[config.mk]
export PLATFORM = sky130hd
export DESIGN_NAME = adc_frontend
export DESIGN_NICKNAME = d
export VERILOG_FILES = /design/src/logic/rp_pkg.sv /design/src/logic/adc_frontend.sv
export SDC_FILE = /design/constraint.sdc
export NUM_CORES = 1
export LEC_CHECK = 0
export BUFFER_PORTS_ARGS = -buffer_cell sky130_fd_sc_hd__buf_2
export CORE_ASPECT_RATIO = 0.6
export CORE_MARGIN = 2
export CORE_UTILIZATION = 42
export DETAILED_ROUTE_END_ITERATION = 8
export GPL_TIMING_DRIVEN = 0
export MAX_ROUTING_LAYER = met4
export PLACE_DENSITY_LB_ADDON = 0.15
export SLEW_MARGIN = 20
export SYNTH_ARGS = -nofsm -noshare
export SYNTH_HDL_FRONTEND = slang
export SYNTH_SLANG_ARGS = --single-unit
[constraint.sdc]
create_clock -name adc_clk -period 2.7 [get_ports adc_clk]
set_clock_uncertainty 0.2 [all_clocks]
set_input_delay 0.54 -clock adc_clk [delete_from_list [all_inputs] [get_ports adc_clk]]
set_output_delay 0.54 -clock adc_clk [all_outputs]
set_load 0.005 [all_outputs]
[src/logic/rp_pkg.sv]
package rp_pkg;

  //////////////////////////////////////////////////
  // sample and bus types
  //////////////////////////////////////////////////

  typedef logic signed [14-1:0] sample_t;   // two's complement channel sample
  typedef logic        [14-1:0] adc_code_t; // raw converter code, negative slope
  typedef logic        [32-1:0] bus_addr_t;
  typedef logic        [32-1:0] bus_data_t;

  //////////////////////////////////////////////////
  // address map
  //////////////////////////////////////////////////

  localparam int N_REGIONS  = 8;  // regions behind the decoder
  localparam int REGION_LSB = 20; // region index sits on addr[22:20]
  localparam int REGION_W   = 3;

  // region 0, housekeeping
  localparam bus_data_t                 HK_ID                = 32'h5250_0001;
  localparam logic [REGION_LSB-1:0]     HK_ID_ADDR           = 20'h00000;
  localparam logic [REGION_LSB-1:0]     HK_DIGITAL_LOOP_ADDR = 20'h00004;
  localparam logic [REGION_LSB-1:0]     HK_LED_ADDR          = 20'h00030;

  // region 1, output source registers
  localparam logic [REGION_LSB-1:0]     SRC_SEL_ADDR         = 20'h00000;
  localparam logic [REGION_LSB-1:0]     SRC_CONST_A_ADDR     = 20'h00004;
  localparam logic [REGION_LSB-1:0]     SRC_CONST_B_ADDR     = 20'h00008;

  //////////////////////////////////////////////////
  // converter side
  //////////////////////////////////////////////////

  // code that stands for a zero sample on both converters
  // top bit kept, lower 13 inverted
  localparam adc_code_t ZERO_CODE = 14'h1fff;

  // DAC interleave, one channel per cycle
  typedef enum logic {
    PHASE_A = 1'b0, // sel low, channel A on the bus
    PHASE_B = 1'b1  // sel high, channel B on the bus
  } dac_phase_e;

endpackage

[src/logic/adc_frontend.sv]
`timescale 1ns/1ps

module adc_frontend (
  input  logic              adc_clk,
  input  logic              rst_n_i,
  input  rp_pkg::adc_code_t adc_dat_a_i,     // raw CH1, negative slope
  input  rp_pkg::adc_code_t adc_dat_b_i,     // raw CH2
  input  logic              digital_loop_i,  // from housekeeping
  input  rp_pkg::sample_t   loop_a_i,        // DAC side sample A
  input  rp_pkg::sample_t   loop_b_i,        // DAC side sample B
  output rp_pkg::sample_t   adc_a_o,
  output rp_pkg::sample_t   adc_b_o
);

  rp_pkg::adc_code_t adc_dat_a, adc_dat_b;  // input registers
  rp_pkg::sample_t   conv_a, conv_b;

  //////////////////////////////////////////////////
  // input registers
  //////////////////////////////////////////////////

  // start from the code of a zero sample
  always_ff @(posedge adc_clk or negedge rst_n_i)
  begin
    if (!rst_n_i)
    begin
      adc_dat_a <= rp_pkg::ZERO_CODE;
      adc_dat_b <= rp_pkg::ZERO_CODE;
    end
    else
    begin
      adc_dat_a <= adc_dat_a_i;
      adc_dat_b <= adc_dat_b_i;
    end
  end

  // negative slope offset code -> two's complement
  assign conv_a = {adc_dat_a[14-1], ~adc_dat_a[14-2:0]};
  assign conv_b = {adc_dat_b[14-1], ~adc_dat_b[14-2:0]};

  // loopback swaps in the DAC samples
  assign adc_a_o = digital_loop_i ? loop_a_i : conv_a;
  assign adc_b_o = digital_loop_i ? loop_b_i : conv_b;

endmodule

==> results by group <==
Setup path
  • Worst endpoint data arrival time: 1.09 ns
  • Top delay family on crit path: multiplexers
  • Crit. path cell count: 3
  • CP Launch Point: digital_loop_i
  • CP endpoint kind: primary output
  • CP max-delay cell: mux2_4
  • WP data required: 1.96 ns
  • Critical path type: in2out
  • Max FO, Critical Path: 8
  • CP Capture Point: adc_a_o[13]
  • Bufs and invs on worst path: 2
  • Worst setup SP type: input pin
  • CP max stage delay: 0.30 ns
  • Cells along the critical path: buf_6 > mux2_4 > buf_2

Synth
  • Post-synth top area share: 60.0%
  • Post-synth EDFFs: 0
  • Post-synthesis sequential area ratio: 64.4%
  • Cell taking the most area after synthesis: dfstp_2
  • Count of cell types in the netlist: 9
  • Count leader, synth: dfstp_2
  • Yosys warning count: 0
  • Ranking of synthesized cells by area: dfstp_2 60%, o21ai_2 15%, nand2_1 8.2%, buf_6 5.9%, dfrtp_1 4.4%
  • Syn Inst Count: 88
  • Number of synthesized register bits: 28
  • Synthesized area: 0.00114 sq mm
  • Main flop type after synthesis: dfstp_2
  • Async set or reset register ratio after synthesis: 100%
  • Syn Nets: 147
  • Avg Cell Area, Syn: 12.9 sq um
  • Synth top cells by count: 26 x dfstp_2, 25 x nand2_1, 20 x o21ai_2

Drt
  • Number of vias per cell: 4.43
  • Metal-1 WL: 1010 um
  • Post-route ant nets: 0
  • DR top layer: met4
  • Via count: 925
  • Met2 WL: 1180 um
  • DR pass1 iterations: 4
  • Post-Route WL: 2440 um
  • Met3 Wirelength: 237 um
  • Starting DRT DRC Count: 17
  • Wirelength per Cell: 11.7 um
  • Drt drc: 0

GRT
  • First-pass GRT wire length: 3800 um
  • Grt total ovfl: 0
  • Number of global-route vias before repair: 949
  • Initial antenna violation count: 0
  • Largest net degree at the start of global routing: 29
  • Overall routing resource usage: 16.6%

Clock tree
  • Post-CTS setup buffers: 0
  • Hold-fix buffers, CTS: 0
  • Clock root buffer: clkbuf_8
  • CTS clk-pin slew, worst paths: 0.09 ns
  • Total CTS buffers: 3
  • Clock Sinks: 28
  • CTS tree: done
  • Clock Tree Buf Depth: 2
  • H-tree level count: 1
  • Cts repair resizes: 0

Floorplanning
  • I/O pin count: 87
  • Initial Utilization: 44.8%
  • Die X-Extent: 71.2 um
  • Die Area: 0.00316 sq mm
  • Die H: 44.3 um
  • Rows: 14
  • Core area: 0.00254 sq mm

Final layout
  • Share of cells above drive strength 1: 80.2%
  • Diodes inserted: 0
  • Fill cell count: 215
  • Area grow syn2layout: 44.8%
  • Nets: 237

Timing
  • Fmax: 545 MHz
  • RSZ-0062 raised after global routing: no
  • Rel. slew slack: 61.0%
  • Final cycle utilization of the critical path: 67.9%
  • Post-layout min period: 1.83 ns
  • Setup TNS: 0 ns
  • Max-slew violations: 0
  • Final Setup Violations: 0
  • Final hold vios: 0
  • Worst-margin pin slew: 0.585 ns

Worst hold path
  • Tightest Hold Check Type: in2async

Placement
  • Gpl congestion: 0.647
  • Port Buf Inserts: 85
  • Dpl hpwl: 1950 um

Power
  • P per Cell Area: 505 mW/mm^2
  • Leakage power: 0.839 nW
  • Worst IR Drop VDD: 0.391 mV
  • Total Power: 0.832 mW

Outcome
  • Outcome: finished, final reports clean

Job
  • Max-cap violation count: 0
[worst min-delay path by stage]
stage             from                       to  slack [ns]
2_1_floorplan  rst_n_i  adc_dat_a[13]$_DFF_PN0_        0.04
3_3_place_gp   rst_n_i  adc_dat_a[13]$_DFF_PN0_        0.37
3_5_place_dp   rst_n_i  adc_dat_a[13]$_DFF_PN0_        0.38
4_1_cts        rst_n_i  adc_dat_a[13]$_DFF_PN0_        0.08
5_1_grt        rst_n_i  adc_dat_a[13]$_DFF_PN0_        0.10
6_report       rst_n_i  adc_dat_a[13]$_DFF_PN0_        0.07
[per-stage QoR]
step	instances	hold WS [ns]	utilization, %	cell area (sq um)	setup WS [ns]
global route	209	0.105	64.9	1650	0.822
CTS	209	0.0799	64.9	1650	0.858
detailed placement	205	0.380	63.2	1600	0.861
global placement	205	0.366	63.2	1600	0.868
floorplan	88	0.0444	-	1140	0.997
finish	209	0.0658	64.9	1650	0.866
[state kept, by name, indices dropped and copies added (netlist names)]
register   cells
adc_dat_b     14
adc_dat_a     14
[area by class of cell]
type	count	area (sq um)	share of cell area [%]
flip-flops and latches	28	733	44.5
clock buffers	4	45.0	2.73
repair buffers	85	425	25.8
well taps	32	40.0	2.43
inverters	1	3.75	0.228
plain buffers	6	67.6	4.10
multi-input cells	53	334	20.3
[routing by layer]
metal,vias up,GRT usage [%]
met3,2,6.38
met4,0,4.15
met5,-,-
met1,404,18.0
met2,48,29.1
li1,471,-
[kinds of logic after synthesis]
logic type,count (synthesis),synth area share (%)
flops,28,64.4
compound gates,25,17.6
simple gates,25,8.24
buf+inv,7,6.26
mux,3,3.52
[cell usage in the layout (no fill, tap or decap)]
cell type,instances
mux2i_1,1
o21ai_2,20
clkbuf_1,1
o21ai_1,5
inv_1,1
buf_2,85
mux2_4,2
dfstp_2,26
clkbuf_8,3
nand2_1,25
dfrtp_1,2
buf_6,6
[report_power, final]
group          internal [mW]  switching (mW)
Combinational         0.0797          0.0646
Clock                  0.105           0.118
Sequential             0.456         0.00822
Total                  0.642           0.191
No activity file was read; power rests on OpenSTA's default activity.
