--- config.mk ---
export PLATFORM = sky130hd
export DESIGN_NAME = dac_backend
export DESIGN_NICKNAME = d
export VERILOG_FILES = /design/src/logic/rp_pkg.sv /design/src/logic/dac_backend.sv
export SDC_FILE = /design/constraint.sdc
export NUM_CORES = 1
export LEC_CHECK = 0
export ABC_CLOCK_PERIOD_IN_PS = 1100
export BUFFER_PORTS_ARGS = -buffer_cell sky130_fd_sc_hd__clkbuf_2
export CAP_MARGIN = 0
export CORE_MARGIN = 1.5
export CORE_UTILIZATION = 49
export DETAILED_ROUTE_END_ITERATION = 10
export HOLD_SLACK_MARGIN = 0.06
export MAX_ROUTING_LAYER = met4
export PLACE_DENSITY = 0.82
export SETUP_SLACK_MARGIN = 0.02
export SYNTH_ARGS = -nofsm -noshare
export SYNTH_HDL_FRONTEND = slang
export SYNTH_SLANG_ARGS = --single-unit
--- constraint.sdc ---
create_clock -name adc_clk -period 1.1 [get_ports adc_clk]
set_input_delay 0.33 -clock adc_clk [delete_from_list [all_inputs] [get_ports adc_clk]]
set_output_delay 0.33 -clock adc_clk [all_outputs]
set_load 0.01 [all_outputs]
--- src/logic/rp_pkg.sv ---
package rp_pkg;

  //////////////////////////////////////////////////
  // sample and bus types
  //////////////////////////////////////////////////

  typedef logic signed [14-1:0] sample_t;   // two's complement channel sample
  typedef logic        [14-1:0] adc_code_t; // raw converter code, negative slope
  typedef logic        [32-1:0] bus_addr_t;
  typedef logic        [32-1:0] bus_data_t;

  //////////////////////////////////////////////////
  // address map
  //////////////////////////////////////////////////

  localparam int N_REGIONS  = 8;  // regions behind the decoder
  localparam int REGION_LSB = 20; // region index sits on addr[22:20]
  localparam int REGION_W   = 3;

  // region 0, housekeeping
  localparam bus_data_t                 HK_ID                = 32'h5250_0001;
  localparam logic [REGION_LSB-1:0]     HK_ID_ADDR           = 20'h00000;
  localparam logic [REGION_LSB-1:0]     HK_DIGITAL_LOOP_ADDR = 20'h00004;
  localparam logic [REGION_LSB-1:0]     HK_LED_ADDR          = 20'h00030;

  // region 1, output source registers
  localparam logic [REGION_LSB-1:0]     SRC_SEL_ADDR         = 20'h00000;
  localparam logic [REGION_LSB-1:0]     SRC_CONST_A_ADDR     = 20'h00004;
  localparam logic [REGION_LSB-1:0]     SRC_CONST_B_ADDR     = 20'h00008;

  //////////////////////////////////////////////////
  // converter side
  //////////////////////////////////////////////////

  // code that stands for a zero sample on both converters
  // top bit kept, lower 13 inverted
  localparam adc_code_t ZERO_CODE = 14'h1fff;

  // DAC interleave, one channel per cycle
  typedef enum logic {
    PHASE_A = 1'b0, // sel low, channel A on the bus
    PHASE_B = 1'b1  // sel high, channel B on the bus
  } dac_phase_e;

endpackage

--- src/logic/dac_backend.sv ---
`timescale 1ns/1ps

module dac_backend (
  input  logic              adc_clk,
  input  logic              rst_n_i,
  input  rp_pkg::sample_t   dac_a_i,    // CH1, two's complement
  input  rp_pkg::sample_t   dac_b_i,    // CH2
  output rp_pkg::adc_code_t dac_dat_o,  // shared pin bus
  output logic              dac_sel_o
);

  rp_pkg::adc_code_t  dac_dat_a, dac_dat_b;  // converted, one per channel
  rp_pkg::adc_code_t  dac_dat;               // interleaved output register
  rp_pkg::dac_phase_e phase;

  //////////////////////////////////////////////////
  // output registers, back to offset coding
  //////////////////////////////////////////////////

  always_ff @(posedge adc_clk or negedge rst_n_i)
  begin
    if (!rst_n_i)
    begin
      dac_dat_a <= rp_pkg::ZERO_CODE;
      dac_dat_b <= rp_pkg::ZERO_CODE;
    end
    else
    begin
      dac_dat_a <= {dac_a_i[14-1], ~dac_a_i[14-2:0]};  // keep msb, flip rest
      dac_dat_b <= {dac_b_i[14-1], ~dac_b_i[14-2:0]};
    end
  end

  //////////////////////////////////////////////////
  // two phase interleave
  //////////////////////////////////////////////////

  // load the channel of the coming phase, so data and sel line up
  always_ff @(posedge adc_clk or negedge rst_n_i)
  begin
    if (!rst_n_i)
    begin
      phase   <= rp_pkg::PHASE_A;
      dac_dat <= rp_pkg::ZERO_CODE;
    end
    else
    begin
      phase   <= (phase == rp_pkg::PHASE_A) ? rp_pkg::PHASE_B : rp_pkg::PHASE_A;
      dac_dat <= (phase == rp_pkg::PHASE_B) ? dac_dat_a : dac_dat_b;
    end
  end

  assign dac_dat_o = dac_dat;
  assign dac_sel_o = (phase == rp_pkg::PHASE_B);  // high while B shows

endmodule

==> flow_metrics.tcl <==
set metrics [dict create \
    fin_total_pwr_mw 2.971 \
    num_antenna_cells 0 \
    violations "negative setup slack" \
    finalHoldViolCount 0 \
    start_kind "flip-flop" \
    setup_viol 15 \
    critical-path-top-delay-family "flip-flops" \
    status "complete, but fails checks" \
    clk-insertion-delay-late_ps 340 \
    clock_path_buffers 2 \
    synth.distinct_cells 7 \
    htree_levels 2 \
    drt_pass1_iterations 3 \
    synth_seq_cells 43 \
    critPathBufInv 1 \
    drive_gt1_share_pct 75.86 \
    path_clk_slew_ps 120 \
    fin_ws_ps -223.6 \
    p_leak_nw 1.015 \
    hold_ws_ps 75.81 \
    multi_input_area_um2 191.4 \
    slew_violations 0 \
    hpwl_um 1592 \
    r2r_slack_ps 40 \
    worstHoldStart "dac_b_i[6]" \
    grt-ovfl-total 0 \
    ys_seq_area_share_pct 77.63 \
    drt-initial-drc-count 6 \
    grt_pass1_vias 790 \
    cts_buffers 5 \
    die_width_um 57.38 \
    drtAntennaViolNets 0 \
    area_delta_synth_final_pct 34.28 \
    cp.depth 1 \
    cp_slowest_cell "dfstp_2" \
    io_pins 45 \
    reg2regPathDepth 3 \
    numPortBuffers 44 \
    drc_errors 0 \
    viasPerCell 4.420 \
    clock-sinks 43 \
    num_rows 19 \
    tns_ps -2905 \
    grt_pass1_wl_um 3270 \
    cts_root_buf "clkbuf_4" \
    utilization_pct 69.95 \
    fin_crit_ps 1324 \
    grt.total_usage_pct 14.48 \
    core_um2 2781 \
    die_h_um 57.38 \
    seq_area_um2 1125 \
    critPathMaxFanout 1 \
    clock_skew_ps 8.308 \
    drt-total-wl_um 2172 \
    maxCapViolCount 0 \
    r2r-end "dac_dat_o[13]$_DFF_PN0_" \
    arrival_ps 990 \
    worstHoldEndpoint "dac_dat_b[6]$_DFF_PN1_" \
    synth_area_um2 1449 \
    grt_max_degree 34 \
    synth_cells 86 \
    critPathKind "reg -> out" \
    gp_congestion 0.6538 \
    mostFrequentLayoutCells "dfstp_2 (39), clkbuf_2 (31), inv_1 (27)" \
    syn_avg_cell_area_um2 16.85 \
    final_area_um2 1946 \
    rsz0062_at_grt "true" \
    cts_tree "yes" \
    vias 778 \
    mappedNetlistNets 116 \
    final_common_cell "dfstp_2" \
    post_drt_wl_per_cell_um 12.34 \
    nets 174 \
    dieArea_um2 3292 \
    relSlewSlack_pct 80.88 \
    finalCritPeriodShare_pct 120.3 \
    min_path_cells 2 \
    fillers 184 \
    worst_pin_slew_ps 286.8 \
    worst_path_largest_cell_delay_ps 550 \
    end_kind "primary output" \
    yosysWarnings 0 \
    postPlaceCellArea_um2 1719 \
    antenna_found_initial 0 \
    required_ps 770 \
    powerDensity_nw_per_um2 1527 \
    fmax_mhz 755.5 \
    reg2reg_from "dac_sel_o$_DFF_PN0_" \
    ir_drop_uv 1175 \
    crit_path_cell_trace "buf_6" \
    start_util_pct 52.09 \
    hp-class "in -> reg" \
]
worst max-delay path by stage:
stage / start / to
2_1_floorplan: dac_sel_o$_DFF_PN0_ / dac_dat_o[10]$_DFF_PN1_
3_3_place_gp: dac_sel_o$_DFF_PN0_ / dac_dat_o[13]$_DFF_PN0_
3_5_place_dp: dac_sel_o$_DFF_PN0_ / dac_dat_o[13]$_DFF_PN0_
4_1_cts: dac_dat_o[7]$_DFF_PN1_ / dac_dat_o[7]
5_1_grt: dac_dat_o[1]$_DFF_PN1_ / dac_dat_o[1]
6_report: dac_dat_o[7]$_DFF_PN1_ / dac_dat_o[7]
repair_timing:
item                                    4_1_cts  5_1_grt
hold buffers                                  1        3
gates resized for setup                       1       28
setup buffers                                 1        0
hold endpoints to repair                      1        3
endpoints found under the setup margin       15       17
pin swaps                                     0        0
per-stage QoR:
stage | std cells | worst slack, ps
floorplan | 86 | 52.20
global placement | 163 | 145.7
detailed placement | 163 | 119.1
CTS | 173 | -256.5
global route | 176 | -264.0
finish | 176 | -223.6
power by group:
part | internal [mW] | leakage [nW] | total, mW | switching [mW]
registers | 1.72 | 0.454 | 1.74 | 0.0263
logic | 0.133 | 0.512 | 0.223 | 0.0899
clock network | 0.537 | 0.0482 | 1.01 | 0.468
cell usage after synthesis:
library cell | number | share of area [%]
mux2_4 | 9 | 9.3
inv_1 | 27 | 7.0
buf_12 | 1 | 1.4
dfrtp_1 | 4 | 6.9
mux2_2 | 5 | 3.9
buf_6 | 1 | 0.78
dfstp_2 | 39 | 71
logic make-up after synthesis:
family	count (synthesis)	share of synthesized area, %
buffers and inverters	29	9.154
DFF	43	77.63
muxes	14	13.21
registers in the layout (all words and copies together), names as in the netlist:
name,count
dac_dat_b,14
dac_sel_o,1
dac_dat_o,14
dac_dat_a,14
per-layer routing:
metal  vias to the layer above  global-route usage, %  part of all wire, %
li1                        362                      -                    -
met1                       394                  11.94                   31
met2                        18                  27.11                   63
met3                         4                  5.669                  4.7
met4                         0                  6.977                 0.97
met5                         -                      -                    0
layout make-up:
class | instances | area share, %
clock buffers | 6 | 2.637
clock inverters | 2 | 1.801
inverters | 27 | 5.209
multi-input cells | 14 | 9.839
flip-flops and latches | 43 | 57.81
well taps | 31 | 1.994
repair buffers | 53 | 20.71
Power figures use the tool's default switching activity.
