$ cat src/logic/rp_pkg.sv
package rp_pkg;

  //////////////////////////////////////////////////
  // sample and bus types
  //////////////////////////////////////////////////

  typedef logic signed [14-1:0] sample_t;   // two's complement channel sample
  typedef logic        [14-1:0] adc_code_t; // raw converter code, negative slope
  typedef logic        [32-1:0] bus_addr_t;
  typedef logic        [32-1:0] bus_data_t;

  //////////////////////////////////////////////////
  // address map
  //////////////////////////////////////////////////

  localparam int N_REGIONS  = 8;  // regions behind the decoder
  localparam int REGION_LSB = 20; // region index sits on addr[22:20]
  localparam int REGION_W   = 3;

  // region 0, housekeeping
  localparam bus_data_t                 HK_ID                = 32'h5250_0001;
  localparam logic [REGION_LSB-1:0]     HK_ID_ADDR           = 20'h00000;
  localparam logic [REGION_LSB-1:0]     HK_DIGITAL_LOOP_ADDR = 20'h00004;
  localparam logic [REGION_LSB-1:0]     HK_LED_ADDR          = 20'h00030;

  // region 1, output source registers
  localparam logic [REGION_LSB-1:0]     SRC_SEL_ADDR         = 20'h00000;
  localparam logic [REGION_LSB-1:0]     SRC_CONST_A_ADDR     = 20'h00004;
  localparam logic [REGION_LSB-1:0]     SRC_CONST_B_ADDR     = 20'h00008;

  //////////////////////////////////////////////////
  // converter side
  //////////////////////////////////////////////////

  // code that stands for a zero sample on both converters
  // top bit kept, lower 13 inverted
  localparam adc_code_t ZERO_CODE = 14'h1fff;

  // DAC interleave, one channel per cycle
  typedef enum logic {
    PHASE_A = 1'b0, // sel low, channel A on the bus
    PHASE_B = 1'b1  // sel high, channel B on the bus
  } dac_phase_e;

endpackage

$ cat src/logic/housekeeping.sv
`timescale 1ns/1ps

module housekeeping #(
  parameter int LED_W = 8
) (
  input  logic              adc_clk,
  input  logic              rst_n_i,
  input  rp_pkg::bus_addr_t sys_addr_i,
  input  rp_pkg::bus_data_t sys_wdata_i,
  input  logic              sys_wen_i,       // already gated to region 0
  input  logic              sys_ren_i,
  output rp_pkg::bus_data_t sys_rdata_o,
  output logic              sys_ack_o,
  output logic              digital_loop_o,  // ADC <- DAC loopback
  output logic [LED_W-1:0]  led_o
);

  logic [rp_pkg::REGION_LSB-1:0] offset;  // offset inside the region
  logic                          digital_loop;
  logic [LED_W-1:0]              led;
  rp_pkg::bus_data_t             rdata;
  logic                          ack;

  assign offset = sys_addr_i[rp_pkg::REGION_LSB-1:0];

  //////////////////////////////////////////////////
  // register writes
  //////////////////////////////////////////////////

  always_ff @(posedge adc_clk or negedge rst_n_i)
  begin
    if (!rst_n_i)
    begin
      digital_loop <= 1'b0;
      led          <= '0;
    end
    else if (sys_wen_i)
    begin
      case (offset)
        rp_pkg::HK_DIGITAL_LOOP_ADDR : digital_loop <= sys_wdata_i[0];
        rp_pkg::HK_LED_ADDR          : led          <= sys_wdata_i[LED_W-1:0];
        default                      : ;  // unknown offset, ignored
      endcase
    end
  end

  //////////////////////////////////////////////////
  // read back and acknowledge
  //////////////////////////////////////////////////

  // every enable answered one cycle later
  always_ff @(posedge adc_clk or negedge rst_n_i)
  begin
    if (!rst_n_i)
      ack <= 1'b0;
    else
      ack <= sys_wen_i | sys_ren_i;
  end

  // only meaningful in the ack cycle
  always_ff @(posedge adc_clk)
  begin
    if (sys_ren_i)
    begin
      case (offset)
        rp_pkg::HK_ID_ADDR           : rdata <= rp_pkg::HK_ID;
        rp_pkg::HK_DIGITAL_LOOP_ADDR : rdata <= rp_pkg::bus_data_t'(digital_loop);
        rp_pkg::HK_LED_ADDR          : rdata <= rp_pkg::bus_data_t'(led);
        default                      : rdata <= '0;
      endcase
    end
  end

  assign sys_rdata_o    = rdata;
  assign sys_ack_o      = ack;
  assign digital_loop_o = digital_loop;
  assign led_o          = led;

endmodule

$ cat config.mk
export PLATFORM = sky130hd
export DESIGN_NAME = housekeeping
export DESIGN_NICKNAME = d
export VERILOG_FILES = /design/src/logic/rp_pkg.sv /design/src/logic/housekeeping.sv
export SDC_FILE = /design/constraint.sdc
export NUM_CORES = 1
export LEC_CHECK = 0
export BUFFER_PORTS_ARGS = -buffer_cell sky130_fd_sc_hd__buf_2
export CAP_MARGIN = 20
export CORE_ASPECT_RATIO = 0.8
export CORE_MARGIN = 2
export CORE_UTILIZATION = 36
export DETAILED_ROUTE_END_ITERATION = 12
export PLACE_DENSITY_LB_ADDON = 0.08
export SETUP_SLACK_MARGIN = 0.02
export SYNTH_ARGS = -nofsm -noshare
export SYNTH_HDL_FRONTEND = slang
export SYNTH_SLANG_ARGS = --single-unit
export TNS_END_PERCENT = 100
$ cat constraint.sdc
create_clock -name adc_clk -period 1.88 [get_ports adc_clk]
set_clock_uncertainty 0.1 [all_clocks]
set_input_delay 0.094 -clock adc_clk [delete_from_list [all_inputs] [get_ports adc_clk]]
set_output_delay 0.094 -clock adc_clk [all_outputs]
set_load 0.05 [all_outputs]
==> key figures <==
Floorplanning
  – Area of the die: 3210 sq um
  – Die Ht: 51.1 um
  – Cell row count: 17
  – Initial core utilization: 0.369
  – Die X: 62.8 um
  – # IOs: 110
  – Core area: 2700 sq um

Worst setup path
  – Critical Path AT: 1.73 ns
  – Bufs and invs on worst path: 3
  – Reg2Reg Depth: 2
  – Crit end category: flip-flop
  – Flop2flop setup slack: 0.88 ns
  – Cell Chain, Critical Path: dlygate4sd3_1 > buf_2 > inv_1 > or4_4 > mux2_4
  – R2r endpoint: sys_rdata_o[0]
  – Worst Path Max Fanout: 8
  – Critical Path RT: 1.96 ns
  – Setup CP Type: in -> reg
  – Critical R2R Launch: digital_loop_o
  – Critical path's slowest cell: or4_4
  – Largest delay share family, worst path: buffers and inverters
  – Slowest stage delay, CP: 0.64 ns
  – Critical Path Start Type: input pin

Global route
  – First-pass GRT wire length: 3.15 mm
  – Global-route usage over all layers: 0.129
  – Largest net degree at the start of global routing: 11
  – Initial antenna violation count: 0
  – Number of global-route vias before repair: 713
  – Total gr overflow: 0

Routing
  – Total Wirelength: 1.93 mm
  – Routed Antenna Nets: 0
  – DR vias: 775
  – DRC viols: 0
  – DR iter-0 viols: 13
  – Wire per inst: 10.5 um
  – Vias/cell: 4.23
  – First-pass iteration count of the detailed router: 2

Place
  – I/O Buffers: 54
  – Dpl cell area: 1210 sq um
  – Detailed placer's ending HPWL: 1.50 mm
  – Routability congestion estimate: 0.725

Yosys
  – Synth Area in XOR/XNOR: 0
  – Post-synthesis simple-gate area fraction: 0.141
  – Synth Area in Adders: 0
  – Combinational family with the most area after synthesis: buffers and inverters
  – Mapped Avg Cell Area: 12.3 sq um
  – Synth top cells by count: buf_4, dfrtp_1, edfxtp_1
  – Synth async-reset ratio: 0.526
  – Area share of the largest cell type after synthesis: 0.271
  – Ys Warns: 0
  – Mux cell area share after synthesis: 0.132
  – Mapped Area: 997 sq um
  – Sequential area share after synthesis: 0.522
  – Most instantiated library cell after synthesis: buf_4
  – Synth Area in Compound Gates: 0.0100
  – Post-synth EDFFs: 9
  – #FFs+latches synth: 19
  – Mapped Cells: 81
  – Area leader, netlist: edfxtp_1
  – Cell variety after synth: 19
  – Top FF cell, synth: dfrtp_1
  – Synth area leaders: edfxtp_1, dfrtp_1, buf_4

Timing
  – Final min period: 1.65 ns
  – Final Cycle Share: 0.879
  – Max-slew violations: 0
  – Final hold violation count: 0
  – TNS Setup: 0 ns
  – RSZ-0062 raised after global routing: no
  – Fmax: 605 MHz
  – Final Setup Violations: 0

Power and ir drop
  – Sw Ratio: 0.328
  – Part of the power in registers: 0.522
  – Design Power: 854 uW
  – VDD IR max: 0.333 mV
  – Comb pwr share: 0.244
  – Clk pwr share: 0.234
  – Switching pwr: 280 uW
  – Pleak: 0.714 nW
  – Pwr dens: 637 nW/um^2
  – Int Pwr: 574 uW

Layout
  – Nets@finish: 214
  – Area added between synthesis and finish: 34.4%
  – Share of layout cells above drive strength 1: 0.490
  – Ant diodes: 0
  – Final instance area: 1340 sq um

Status
  – Status: completed

Clock network
  – Sink Count: 19
  – TritonCTS clock tree: done
  – H-tree Lvls: 1
  – Clk root buf: clkbuf_4
  – Worst-Skew Late Latency: 0.29 ns
  – Clk slew on worst S/H paths: 0.10 ns
  – Number of buffers inserted during clock tree synthesis: 3
  – Clock Path Buffers: 2

Hold path
  – Hold crit path type: in -> reg
  – Hold EP: sys_rdata_o[28]
  – Worst hold start: sys_addr_i[2]
  – Worst Hold Depth: 2

Job
  – Max cap viols: 0
## how the worst max path moves through the flow
stage | from | endpoint | slack, ns | cells after the start
2_1_floorplan | sys_addr_i[14] | led_o[0] | 0.20 | 5
3_3_place_gp | sys_addr_i[9] | led_o[7] | 0.05 | 5
3_5_place_dp | sys_addr_i[9] | led_o[5] | 0.06 | 5
4_1_cts | sys_wen_i | led_o[5] | 0.22 | 5
5_1_grt | sys_wen_i | led_o[1] | 0.21 | 5
6_report | sys_wen_i | led_o[5] | 0.23 | 5
## power groups by stage
stage / sequential, mW / clock (mW) / combinational [mW]
finish: 0.445 / 0.200 / 0.209
global route: 0.446 / 0.228 / 0.220
CTS: 0.445 / 0.209 / 0.208
detailed placement: 0.454 / 0 / 0.192
global placement: 0.454 / 0 / 0.191
floorplan: 0.487 / 0 / 0.143
## worst reg2reg max path, stage by stage, from the launching register on
cell and delay [ns]:
dfrtp_1 0.41, o21ai_0 0.15, a21oi_1 0.10
## sequential cells by signal, summed over array words and instances, names as in the netlist
signal and count:
sys_rdata_o 9, led_o 8, digital_loop_o 1, sys_ack_o 1
## cell type report
cell class,instances,area (sq um)
Fill cell,262,1360
Clock buffer,4,26.3
Timing Repair Buffer,66,385
Tap cell,38,47.5
Inverter,2,7.51
Sequential cell,19,520
Multi-Input combinational cell,54,353
## placed cells by master (no fill, tap or decap)
master	instances
buf_2	54
conb_1	19
dfrtp_1	10
dlygate4sd3_1	10
edfxtp_1	9
mux2_4	8
and2_1	7
nor4_1	4
nand3_1	3
nor3_1	3
clkbuf_4	3
inv_1	2
nor2_1	2
or2_2	2
buf_4	2
nand2_1	1
nand4_1	1
o21ai_0	1
a21oi_1	1
or4_4	1
mux2_2	1
clkbuf_1	1
## metrics by stage
stage               cells  worst slack [ns]   util  hold WS (ns)
finish                183             0.227  0.496        0.0331
global route          183             0.213  0.496        0.0141
CTS                   183             0.225  0.496        0.0203
detailed placement    169            0.0576  0.449        -0.131
global placement      169            0.0523  0.449        -0.133
floorplan              99             0.196      -        -0.302
## what timing repair did
item                      in CTS  in global routing
setup buffers                  0                  0
hold buffers                  10                  0
hold endpoints to repair      20                  0
resized for setup              0                  0
## metal layers
metal | global-route usage | routed length, um | vias to the layer above
met5 | 0 | 0 | -
met4 | 0.0296 | 12 | 0
met3 | 0.0551 | 165 | 2
met2 | 0.217 | 929 | 44
met1 | 0.156 | 817 | 360
li1 | - | - | 369
## kinds of logic after synthesis
logic type	after synthesis
mux	9
buf+inv	26
other cells	1
compound gates	2
flops	19
simple gates	24
No activity file was read; power rests on OpenSTA's default activity.
