--- config.mk ---
export PLATFORM = sky130hd
export DESIGN_NAME = output_source_regs
export DESIGN_NICKNAME = d
export VERILOG_FILES = /design/src/logic/rp_pkg.sv /design/src/logic/output_source_regs.sv
export SDC_FILE = /design/constraint.sdc
export NUM_CORES = 1
export LEC_CHECK = 0
export BUFFER_PORTS_ARGS = -buffer_cell sky130_fd_sc_hd__clkbuf_2
export CORE_MARGIN = 4
export CORE_UTILIZATION = 25
export CTS_BUF_LIST = sky130_fd_sc_hd__clkbuf_16
export CTS_CLUSTER_SIZE = 8
export DETAILED_ROUTE_END_ITERATION = 6
export GPL_ROUTABILITY_DRIVEN = 1
export PLACE_DENSITY = 0.52
export SLEW_MARGIN = 20
export SYNTH_ARGS = -nofsm -noshare
export SYNTH_HDL_FRONTEND = slang
export SYNTH_SLANG_ARGS = --single-unit
--- constraint.sdc ---
create_clock -name adc_clk -period 2.3 [get_ports adc_clk]
set_clock_uncertainty 0.15 [all_clocks]
set_input_delay 0.46 -clock adc_clk [delete_from_list [all_inputs] [get_ports adc_clk]]
set_output_delay 0.46 -clock adc_clk [all_outputs]
set_load 0.01 [all_outputs]
--- src/logic/rp_pkg.sv ---
package rp_pkg;

  //////////////////////////////////////////////////
  // sample and bus types
  //////////////////////////////////////////////////

  typedef logic signed [14-1:0] sample_t;   // two's complement channel sample
  typedef logic        [14-1:0] adc_code_t; // raw converter code, negative slope
  typedef logic        [32-1:0] bus_addr_t;
  typedef logic        [32-1:0] bus_data_t;

  //////////////////////////////////////////////////
  // address map
  //////////////////////////////////////////////////

  localparam int N_REGIONS  = 8;  // regions behind the decoder
  localparam int REGION_LSB = 20; // region index sits on addr[22:20]
  localparam int REGION_W   = 3;

  // region 0, housekeeping
  localparam bus_data_t                 HK_ID                = 32'h5250_0001;
  localparam logic [REGION_LSB-1:0]     HK_ID_ADDR           = 20'h00000;
  localparam logic [REGION_LSB-1:0]     HK_DIGITAL_LOOP_ADDR = 20'h00004;
  localparam logic [REGION_LSB-1:0]     HK_LED_ADDR          = 20'h00030;

  // region 1, output source registers
  localparam logic [REGION_LSB-1:0]     SRC_SEL_ADDR         = 20'h00000;
  localparam logic [REGION_LSB-1:0]     SRC_CONST_A_ADDR     = 20'h00004;
  localparam logic [REGION_LSB-1:0]     SRC_CONST_B_ADDR     = 20'h00008;

  //////////////////////////////////////////////////
  // converter side
  //////////////////////////////////////////////////

  // code that stands for a zero sample on both converters
  // top bit kept, lower 13 inverted
  localparam adc_code_t ZERO_CODE = 14'h1fff;

  // DAC interleave, one channel per cycle
  typedef enum logic {
    PHASE_A = 1'b0, // sel low, channel A on the bus
    PHASE_B = 1'b1  // sel high, channel B on the bus
  } dac_phase_e;

endpackage

--- src/logic/output_source_regs.sv ---
`timescale 1ns/1ps

module output_source_regs (
  input  logic              adc_clk,
  input  logic              rst_n_i,
  input  rp_pkg::bus_addr_t sys_addr_i,
  input  rp_pkg::bus_data_t sys_wdata_i,
  input  logic              sys_wen_i,   // already gated to region 1
  input  logic              sys_ren_i,
  input  rp_pkg::sample_t   adc_a_i,
  input  rp_pkg::sample_t   adc_b_i,
  output rp_pkg::bus_data_t sys_rdata_o,
  output logic              sys_ack_o,
  output rp_pkg::sample_t   out_a_o,     // to DAC CH1
  output rp_pkg::sample_t   out_b_o      // to DAC CH2
);

  localparam int EXT_W = $bits(rp_pkg::bus_data_t) - $bits(rp_pkg::sample_t);

  logic [rp_pkg::REGION_LSB-1:0] offset;
  logic [2-1:0]                  src_sel;   // [0] A, [1] B; 1 picks the constant
  rp_pkg::sample_t               const_a, const_b;
  rp_pkg::bus_data_t             rdata;
  logic                          ack;

  assign offset = sys_addr_i[rp_pkg::REGION_LSB-1:0];

  //////////////////////////////////////////////////
  // registers
  //////////////////////////////////////////////////

  always_ff @(posedge adc_clk or negedge rst_n_i)
  begin
    if (!rst_n_i)
    begin
      src_sel <= 2'b00;  // both on ADC
      const_a <= '0;
      const_b <= '0;
    end
    else if (sys_wen_i)
    begin
      case (offset)
        rp_pkg::SRC_SEL_ADDR     : src_sel <= sys_wdata_i[2-1:0];
        rp_pkg::SRC_CONST_A_ADDR : const_a <= sys_wdata_i[14-1:0];  // low 14 bits
        rp_pkg::SRC_CONST_B_ADDR : const_b <= sys_wdata_i[14-1:0];
        default                  : ;
      endcase
    end
  end

  always_ff @(posedge adc_clk or negedge rst_n_i)
  begin
    if (!rst_n_i)
      ack <= 1'b0;
    else
      ack <= sys_wen_i | sys_ren_i;
  end

  // constants come back sign extended
  always_ff @(posedge adc_clk)
  begin
    if (sys_ren_i)
    begin
      case (offset)
        rp_pkg::SRC_SEL_ADDR     : rdata <= rp_pkg::bus_data_t'(src_sel);
        rp_pkg::SRC_CONST_A_ADDR : rdata <= {{EXT_W{const_a[14-1]}}, const_a};
        rp_pkg::SRC_CONST_B_ADDR : rdata <= {{EXT_W{const_b[14-1]}}, const_b};
        default                  : rdata <= '0;
      endcase
    end
  end

  assign sys_rdata_o = rdata;
  assign sys_ack_o   = ack;

  // source mux, stands in for the DSP / generator
  assign out_a_o = src_sel[0] ? const_a : adc_a_i;
  assign out_b_o = src_sel[1] ? const_b : adc_b_i;

endmodule

==> results.sh, run 1 <==
export IMPL_start_util_pct=26.0
export IMPL_synthCells=176
export IMPL_syn_nets=272
export IMPL_grt_max_degree=32
export IMPL_clk_path_buf_depth=2
export IMPL_fin_total_pwr_w=0.00174
export IMPL_dr_pass1_iters=4
export IMPL_routed_via_density=4.17
export IMPL_wl_per_cell_um=15.1
export IMPL_postCtsResizedCells=0
export IMPL_port_buffers=126
export IMPL_syn_area_sq_um=2420
export IMPL_core_area_sq_um=9330
export IMPL_gp_congestion=0.809
export IMPL_critical_path_class="reg2out"
export IMPL_cap_viol_max_count=0
export IMPL_syn_avg_cell_area_sq_um=13.8
export IMPL_rsz0062_at_grt="false"
export IMPL_critPathTopFamily="flip-flops"
export IMPL_slew_headroom_pct=47.6
export IMPL_fp_dieH_um=106
export IMPL_cp_slowest_stage_delay_ns=0.54
export IMPL_synth_edf_count=14
export IMPL_seq_area_frac_synth_pct=49.3
export IMPL_clock_root_buffer="clkbuf_16"
export IMPL_clock_sinks=45
export IMPL_post_route_min_period_ns=2.10
export IMPL_cp_cell_sequence="buf_12, mux2_2, clkbuf_2"
export IMPL_pwr_density_cell_nw_per_um2=523
export IMPL_crit_required_ns=1.69
export IMPL_ios=157
export IMPL_final_util_pct=35.7
export IMPL_critPathCaptureType="output port"
export IMPL_tightest_slew_ns=0.786
export IMPL_synth_top_area_cell="dfrtp_1"
export IMPL_cts_hold_buf=0
export IMPL_finalWirelength_mm=6.39
export IMPL_grt_pass1_wl_mm=9.60
export IMPL_fin_nets=389
export IMPL_synth_cell_type_count=19
export IMPL_finalSetupTns_ns=0
export IMPL_clk_latency_ns=0.28
export IMPL_antenna_found_initial=0
export IMPL_drive_gt1_share_pct=70.7
export IMPL_dp_cells=415
export IMPL_synth_flop_cell="dfrtp_1"
export IMPL_post_cts_buffers=0
export IMPL_synth_top_cell_area_share_pct=32.0
export IMPL_grt_pass1_vias=1806
export IMPL_setup_viol=0
export IMPL_yosys_warnings=0
export IMPL_min_path_type="in2async"
export IMPL_clock_fmax_mhz=477
export IMPL_grt_usage_pct=10.9
export IMPL_numCtsBuffers=5
export IMPL_layout_cells_non_filler=423
export IMPL_drt_iter0_markers=27
export IMPL_grt_overflow=0
export IMPL_startpoint_type="register"
export IMPL_ant_nets=0
export IMPL_cts_max_level=2
export IMPL_antenna_cells_inserted=0
export IMPL_path_buf_inv=2
export IMPL_cp_max_fo=10
export IMPL_dp_hpwl_mm=5.19
export IMPL_arrival_ns=1.49
export IMPL_cts_tree="yes"
export IMPL_slowest_stage="dfrtp_1"
export IMPL_slew_viol_final=0
export IMPL_synth_area_leaders="dfrtp_1 32%, mux2_2 18%, edfxtp_1 17%"
export IMPL_leakagePower_nw=1.66
export IMPL_dieArea_sq_um=11300
export IMPL_vdd_ir_drop_max_uv=255
export IMPL_hold_viol=0
export IMPL_ys_ff_latch=45
export IMPL_hold_worst_slack_ns=0.0957
export IMPL_synthTopCellsByCount="38 x mux2_2, 31 x dfrtp_1, 20 x mux2_4, 18 x buf_4, 18 x nor2_1"
export IMPL_die_w_um=106
export IMPL_fin_crit_sh_pct=91.1
export IMPL_drc=0
export IMPL_area_delta_synth_final_pct=37.3
export IMPL_vias=1764
export IMPL_rows=35
export IMPL_clk_pin_slew_ns=0.06
export IMPL_async_flop_share_pct=68.9
export IMPL_synth_most_common_cell="mux2_2"
export IMPL_status="finished clean"
==> path summary, 6_finish.rpt <==
kind                                 start              to  slack, ns  depth (start not counted)
hold reg to reg                const_a[12]     const_a[12]       0.39                          1
setup reg to reg                src_sel[0]  sys_rdata_o[0]       0.93                          4
hold / removal                     rst_n_i      const_b[8]        0.1                          1
max in group asynchronous          rst_n_i      src_sel[1]       1.41                          1
min in group adc_clk       sys_wdata_i[13]     const_b[13]       0.27                          2
setup / recovery                src_sel[0]     out_a_o[12]       0.20                          3
==> per-layer routing <==
metal	wire, um	up-vias	part of all wire, %	GRT usage (%)
li1	-	859	-	-
met1	2570	849	40	12.9
met2	3340	50	52	19.2
met3	399	6	6.2	3.22
met4	73	0	1.1	3.01
met5	0	-	0	0
==> kinds of logic after synthesis <==
family / share of synthesized area (%)
simple gates: 8.10
mux: 30.9
flops: 49.3
compound gates: 4.13
buf+inv: 7.59
==> final cells by class <==
type | instances | area [sq um]
Sequential cell | 45 | 1200
Clock inverter | 3 | 25.0
Fill cell | 954 | 6000
Timing Repair Buffer | 137 | 776
Multi-Input combinational cell | 104 | 1040
Clock buffer | 5 | 125
Tap cell | 129 | 161
==> metrics by stage <==
step                      instance area, sq um  setup WS, ns
after floorplan                           2420       0.00582
after global placement                    3180       -0.0459
after detailed placement                  3180       -0.0544
after CTS                                 3330         0.176
after global routing                      3330         0.146
final                                     3330         0.205
==> sequential cells by signal (all words and copies together) (netlist names) <==
name	count
sys_rdata_o	14
const_a	14
sys_ack_o	1
const_b	14
src_sel	2
==> power by group <==
| part | total (W) | switching [W] | internal, W |
|---|---|---|---|
| sequential | 0.000839 | 0.00000465 | 0.000834 |
| clock | 0.000712 | 0.000303 | 0.000410 |
| combinational | 0.000189 | 0.0000951 | 0.0000940 |
| total | 0.00174 | 0.000403 | 0.00134 |
==> worst reg2reg max path, cell delays in order (launching register included) <==
cell and delay [ns]:
dfrtp_1 0.49, mux2i_1 0.18, nor2_1 0.05, a21oi_1 0.19, nor2_1 0.06
==> cells in the final DEF (no fill, tap or decap) <==
| cell | n |
|---|---|
| clkinvlp_4 | 1 |
| or2_2 | 1 |
| clkbuf_2 | 126 |
| nor2b_1 | 2 |
| or4_1 | 3 |
| mux2_2 | 38 |
| edfxtp_1 | 14 |
| nor4_4 | 1 |
| mux2_4 | 20 |
| buf_12 | 5 |
| clkbuf_16 | 5 |
| nor2_1 | 18 |
| buf_4 | 6 |
| dfrtp_1 | 31 |
| a22oi_1 | 12 |
| nand2_1 | 1 |
| and4_1 | 1 |
| inv_6 | 2 |
| nand4_4 | 2 |
| a21oi_1 | 2 |
| or4_4 | 1 |
| mux2i_1 | 2 |
No activity file was read; power rests on OpenSTA's default activity.
==> run 2, diff against run 1 <==
- PLACE_DENSITY: 0.52 -> 0.54
==> run 2 against run 1 <==
Effect of this change: critical path depth is the same; sequential power barely moved; wire length grew 2.0%; via count shrank 0.17%; die area did not move; count of clock-buffer cells in the layout stayed put; largest power group unchanged.
==> results.sh, run 2 (same netlist as run 1, synthesis figures left out) <==
export IMPL_drive_gt1_share_pct=70.5
export IMPL_numCtsBuffers=5
export IMPL_fp_dieH_um=106
export IMPL_dieArea_sq_um=11300
export IMPL_critPathCaptureType="output port"
export IMPL_grt_usage_pct=11.1
export IMPL_final_cell_mix="126 x clkbuf_2, 38 x mux2_2, 31 x dfrtp_1"
export IMPL_ant_nets=0
export IMPL_hold_viol=0
export IMPL_setup_viol=0
export IMPL_cp_cell_sequence="buf_12, mux2_2, clkbuf_2"
export IMPL_ios=157
export IMPL_gp_congestion=0.801
export IMPL_tightest_slew_ns=0.784
export IMPL_area_delta_synth_final_pct=36.1
export IMPL_status="finished clean"
export IMPL_start_util_pct=26.0
export IMPL_slew_headroom_pct=47.8
export IMPL_slowest_stage="dfrtp_1"
export IMPL_clock_sinks=45
export IMPL_finalWirelength_mm=6.52
export IMPL_cts_hold_buf=0
export IMPL_reg2reg_depth=4
export IMPL_rsz0062_at_grt="false"
export IMPL_vdd_ir_drop_max_uv=259
export IMPL_dp_slack_ns=-0.0536
export IMPL_routed_via_density=4.18
export IMPL_antenna_found_initial=0
export IMPL_grt_max_degree=32
export IMPL_core_area_sq_um=9330
export IMPL_startpoint_type="register"
export IMPL_crit_required_ns=1.69
export IMPL_drt_iter0_markers=51
export IMPL_cp_slowest_stage_delay_ns=0.54
export IMPL_die_w_um=106
export IMPL_slew_viol_final=0
export IMPL_grt_pass1_vias=1838
export IMPL_final_common_cell="clkbuf_2"
export IMPL_grt_overflow=0
export IMPL_worstReg2RegStart="src_sel[0]"
export IMPL_clk_latency_ns=0.28
export IMPL_leakagePower_nw=1.65
export IMPL_clk_pin_slew_ns=0.07
export IMPL_design_area_sq_um=3300
export IMPL_grt_pass1_wl_mm=9.86
export IMPL_pwr_density_cell_nw_per_um2=529
export IMPL_fin_nets=387
export IMPL_cap_viol_max_count=0
export IMPL_port_buffers=126
export IMPL_post_route_min_period_ns=2.11
export IMPL_clk_path_buf_depth=2
export IMPL_post_cts_buffers=0
export IMPL_rows=35
export IMPL_antenna_cells_inserted=0
export IMPL_path_buf_inv=2
export IMPL_hold_worst_slack_ns=0.0942
export IMPL_fin_crit_sh_pct=91.8
export IMPL_dr_pass1_iters=4
export IMPL_arrival_ns=1.50
export IMPL_reg2reg_to="sys_rdata_o[0]"
export IMPL_r2r_slack_ns=0.94
export IMPL_min_path_type="in2async"
export IMPL_vias=1761
export IMPL_cts_tree="yes"
export IMPL_dp_hpwl_mm=5.21
export IMPL_drc=0
export IMPL_critPathTopFamily="flip-flops"
export IMPL_cp_max_fo=11
export IMPL_clock_root_buffer="clkbuf_16"
export IMPL_critical_path_class="reg2out"
export IMPL_wl_per_cell_um=15.5
export IMPL_postCtsResizedCells=0
export IMPL_clock_fmax_mhz=473
export IMPL_placed_cell_area_sq_um=3150
export IMPL_cts_max_level=2
export IMPL_timing_final_ws_setup_ns=0.188
==> run 2: cell types whose count changed in the layout (fill, tap and decap cells not counted) <==
cell,before,now
buf_12,5,4
buf_4,6,5
==> run 2: metrics by stage <==
stage | instances | total power [W] | util (%) | setup TNS [ns]
6_report | 421 | 0.00175 | 35.4 | 0
3_5_place_dp | 413 | 0.00105 | 33.8 | -0.931
5_1_grt | 421 | 0.00182 | 35.4 | 0
2_1_floorplan | 176 | 0.000934 | - | 0
4_1_cts | 421 | 0.00177 | 35.4 | 0
3_3_place_gp | 413 | 0.00105 | 33.8 | -0.738
==> run 2: cell type report <==
class                           count  area (sq um)
Clock buffer                        5           125
Multi-Input combinational cell    104          1040
Tap cell                          129           161
Fill cell                         934          6030
Clock inverter                      3          25.0
Timing Repair Buffer              135           748
Sequential cell                    45          1200
==> run 2: how the worst max path moves through the flow <==
stage / startpoint / to / slack [ns] / cells after the start
floorplan: sys_addr_i[12] / const_a[10] / 0.006 / 5
global placement: sys_addr_i[12] / const_b[9] / -0.04 / 7
detailed placement: sys_addr_i[12] / const_b[9] / -0.05 / 7
CTS: src_sel[1] / out_b_o[6] / 0.16 / 3
global route: src_sel[1] / out_b_o[6] / 0.14 / 3
finish: src_sel[1] / out_b_o[6] / 0.19 / 3
==> run 2: per-layer routing <==
layer  wire length, um  part of all wire [%]  track usage [%]  vias to the layer above
li1                  -                     -                -                      860
met1              2620                    40             13.4                      841
met2              3430                    53             19.7                       56
met3               402                   6.2             2.79                        4
met4                68                   1.0             3.01                        0
met5                 0                     0                0                        -
==> run 2: report_power, final <==
group | leakage, nW | switching [W] | total [W] | internal, W
Sequential | 0.574 | 0.00000462 | 0.000839 | 0.000834
Clock | 0.0708 | 0.000309 | 0.000719 | 0.000410
Combinational | 1.00 | 0.0000959 | 0.000189 | 0.0000930
Total | 1.65 | 0.000410 | 0.00175 | 0.00134
==> run 2: worst reg2reg max path: cells and delay by family (launching register included) <==
family	cells	cell delay, ns
flip-flops	1	0.50
multiplexers	1	0.18
AO/OA/AOI/OAI	1	0.17
AND/OR/NAND/NOR	2	0.11
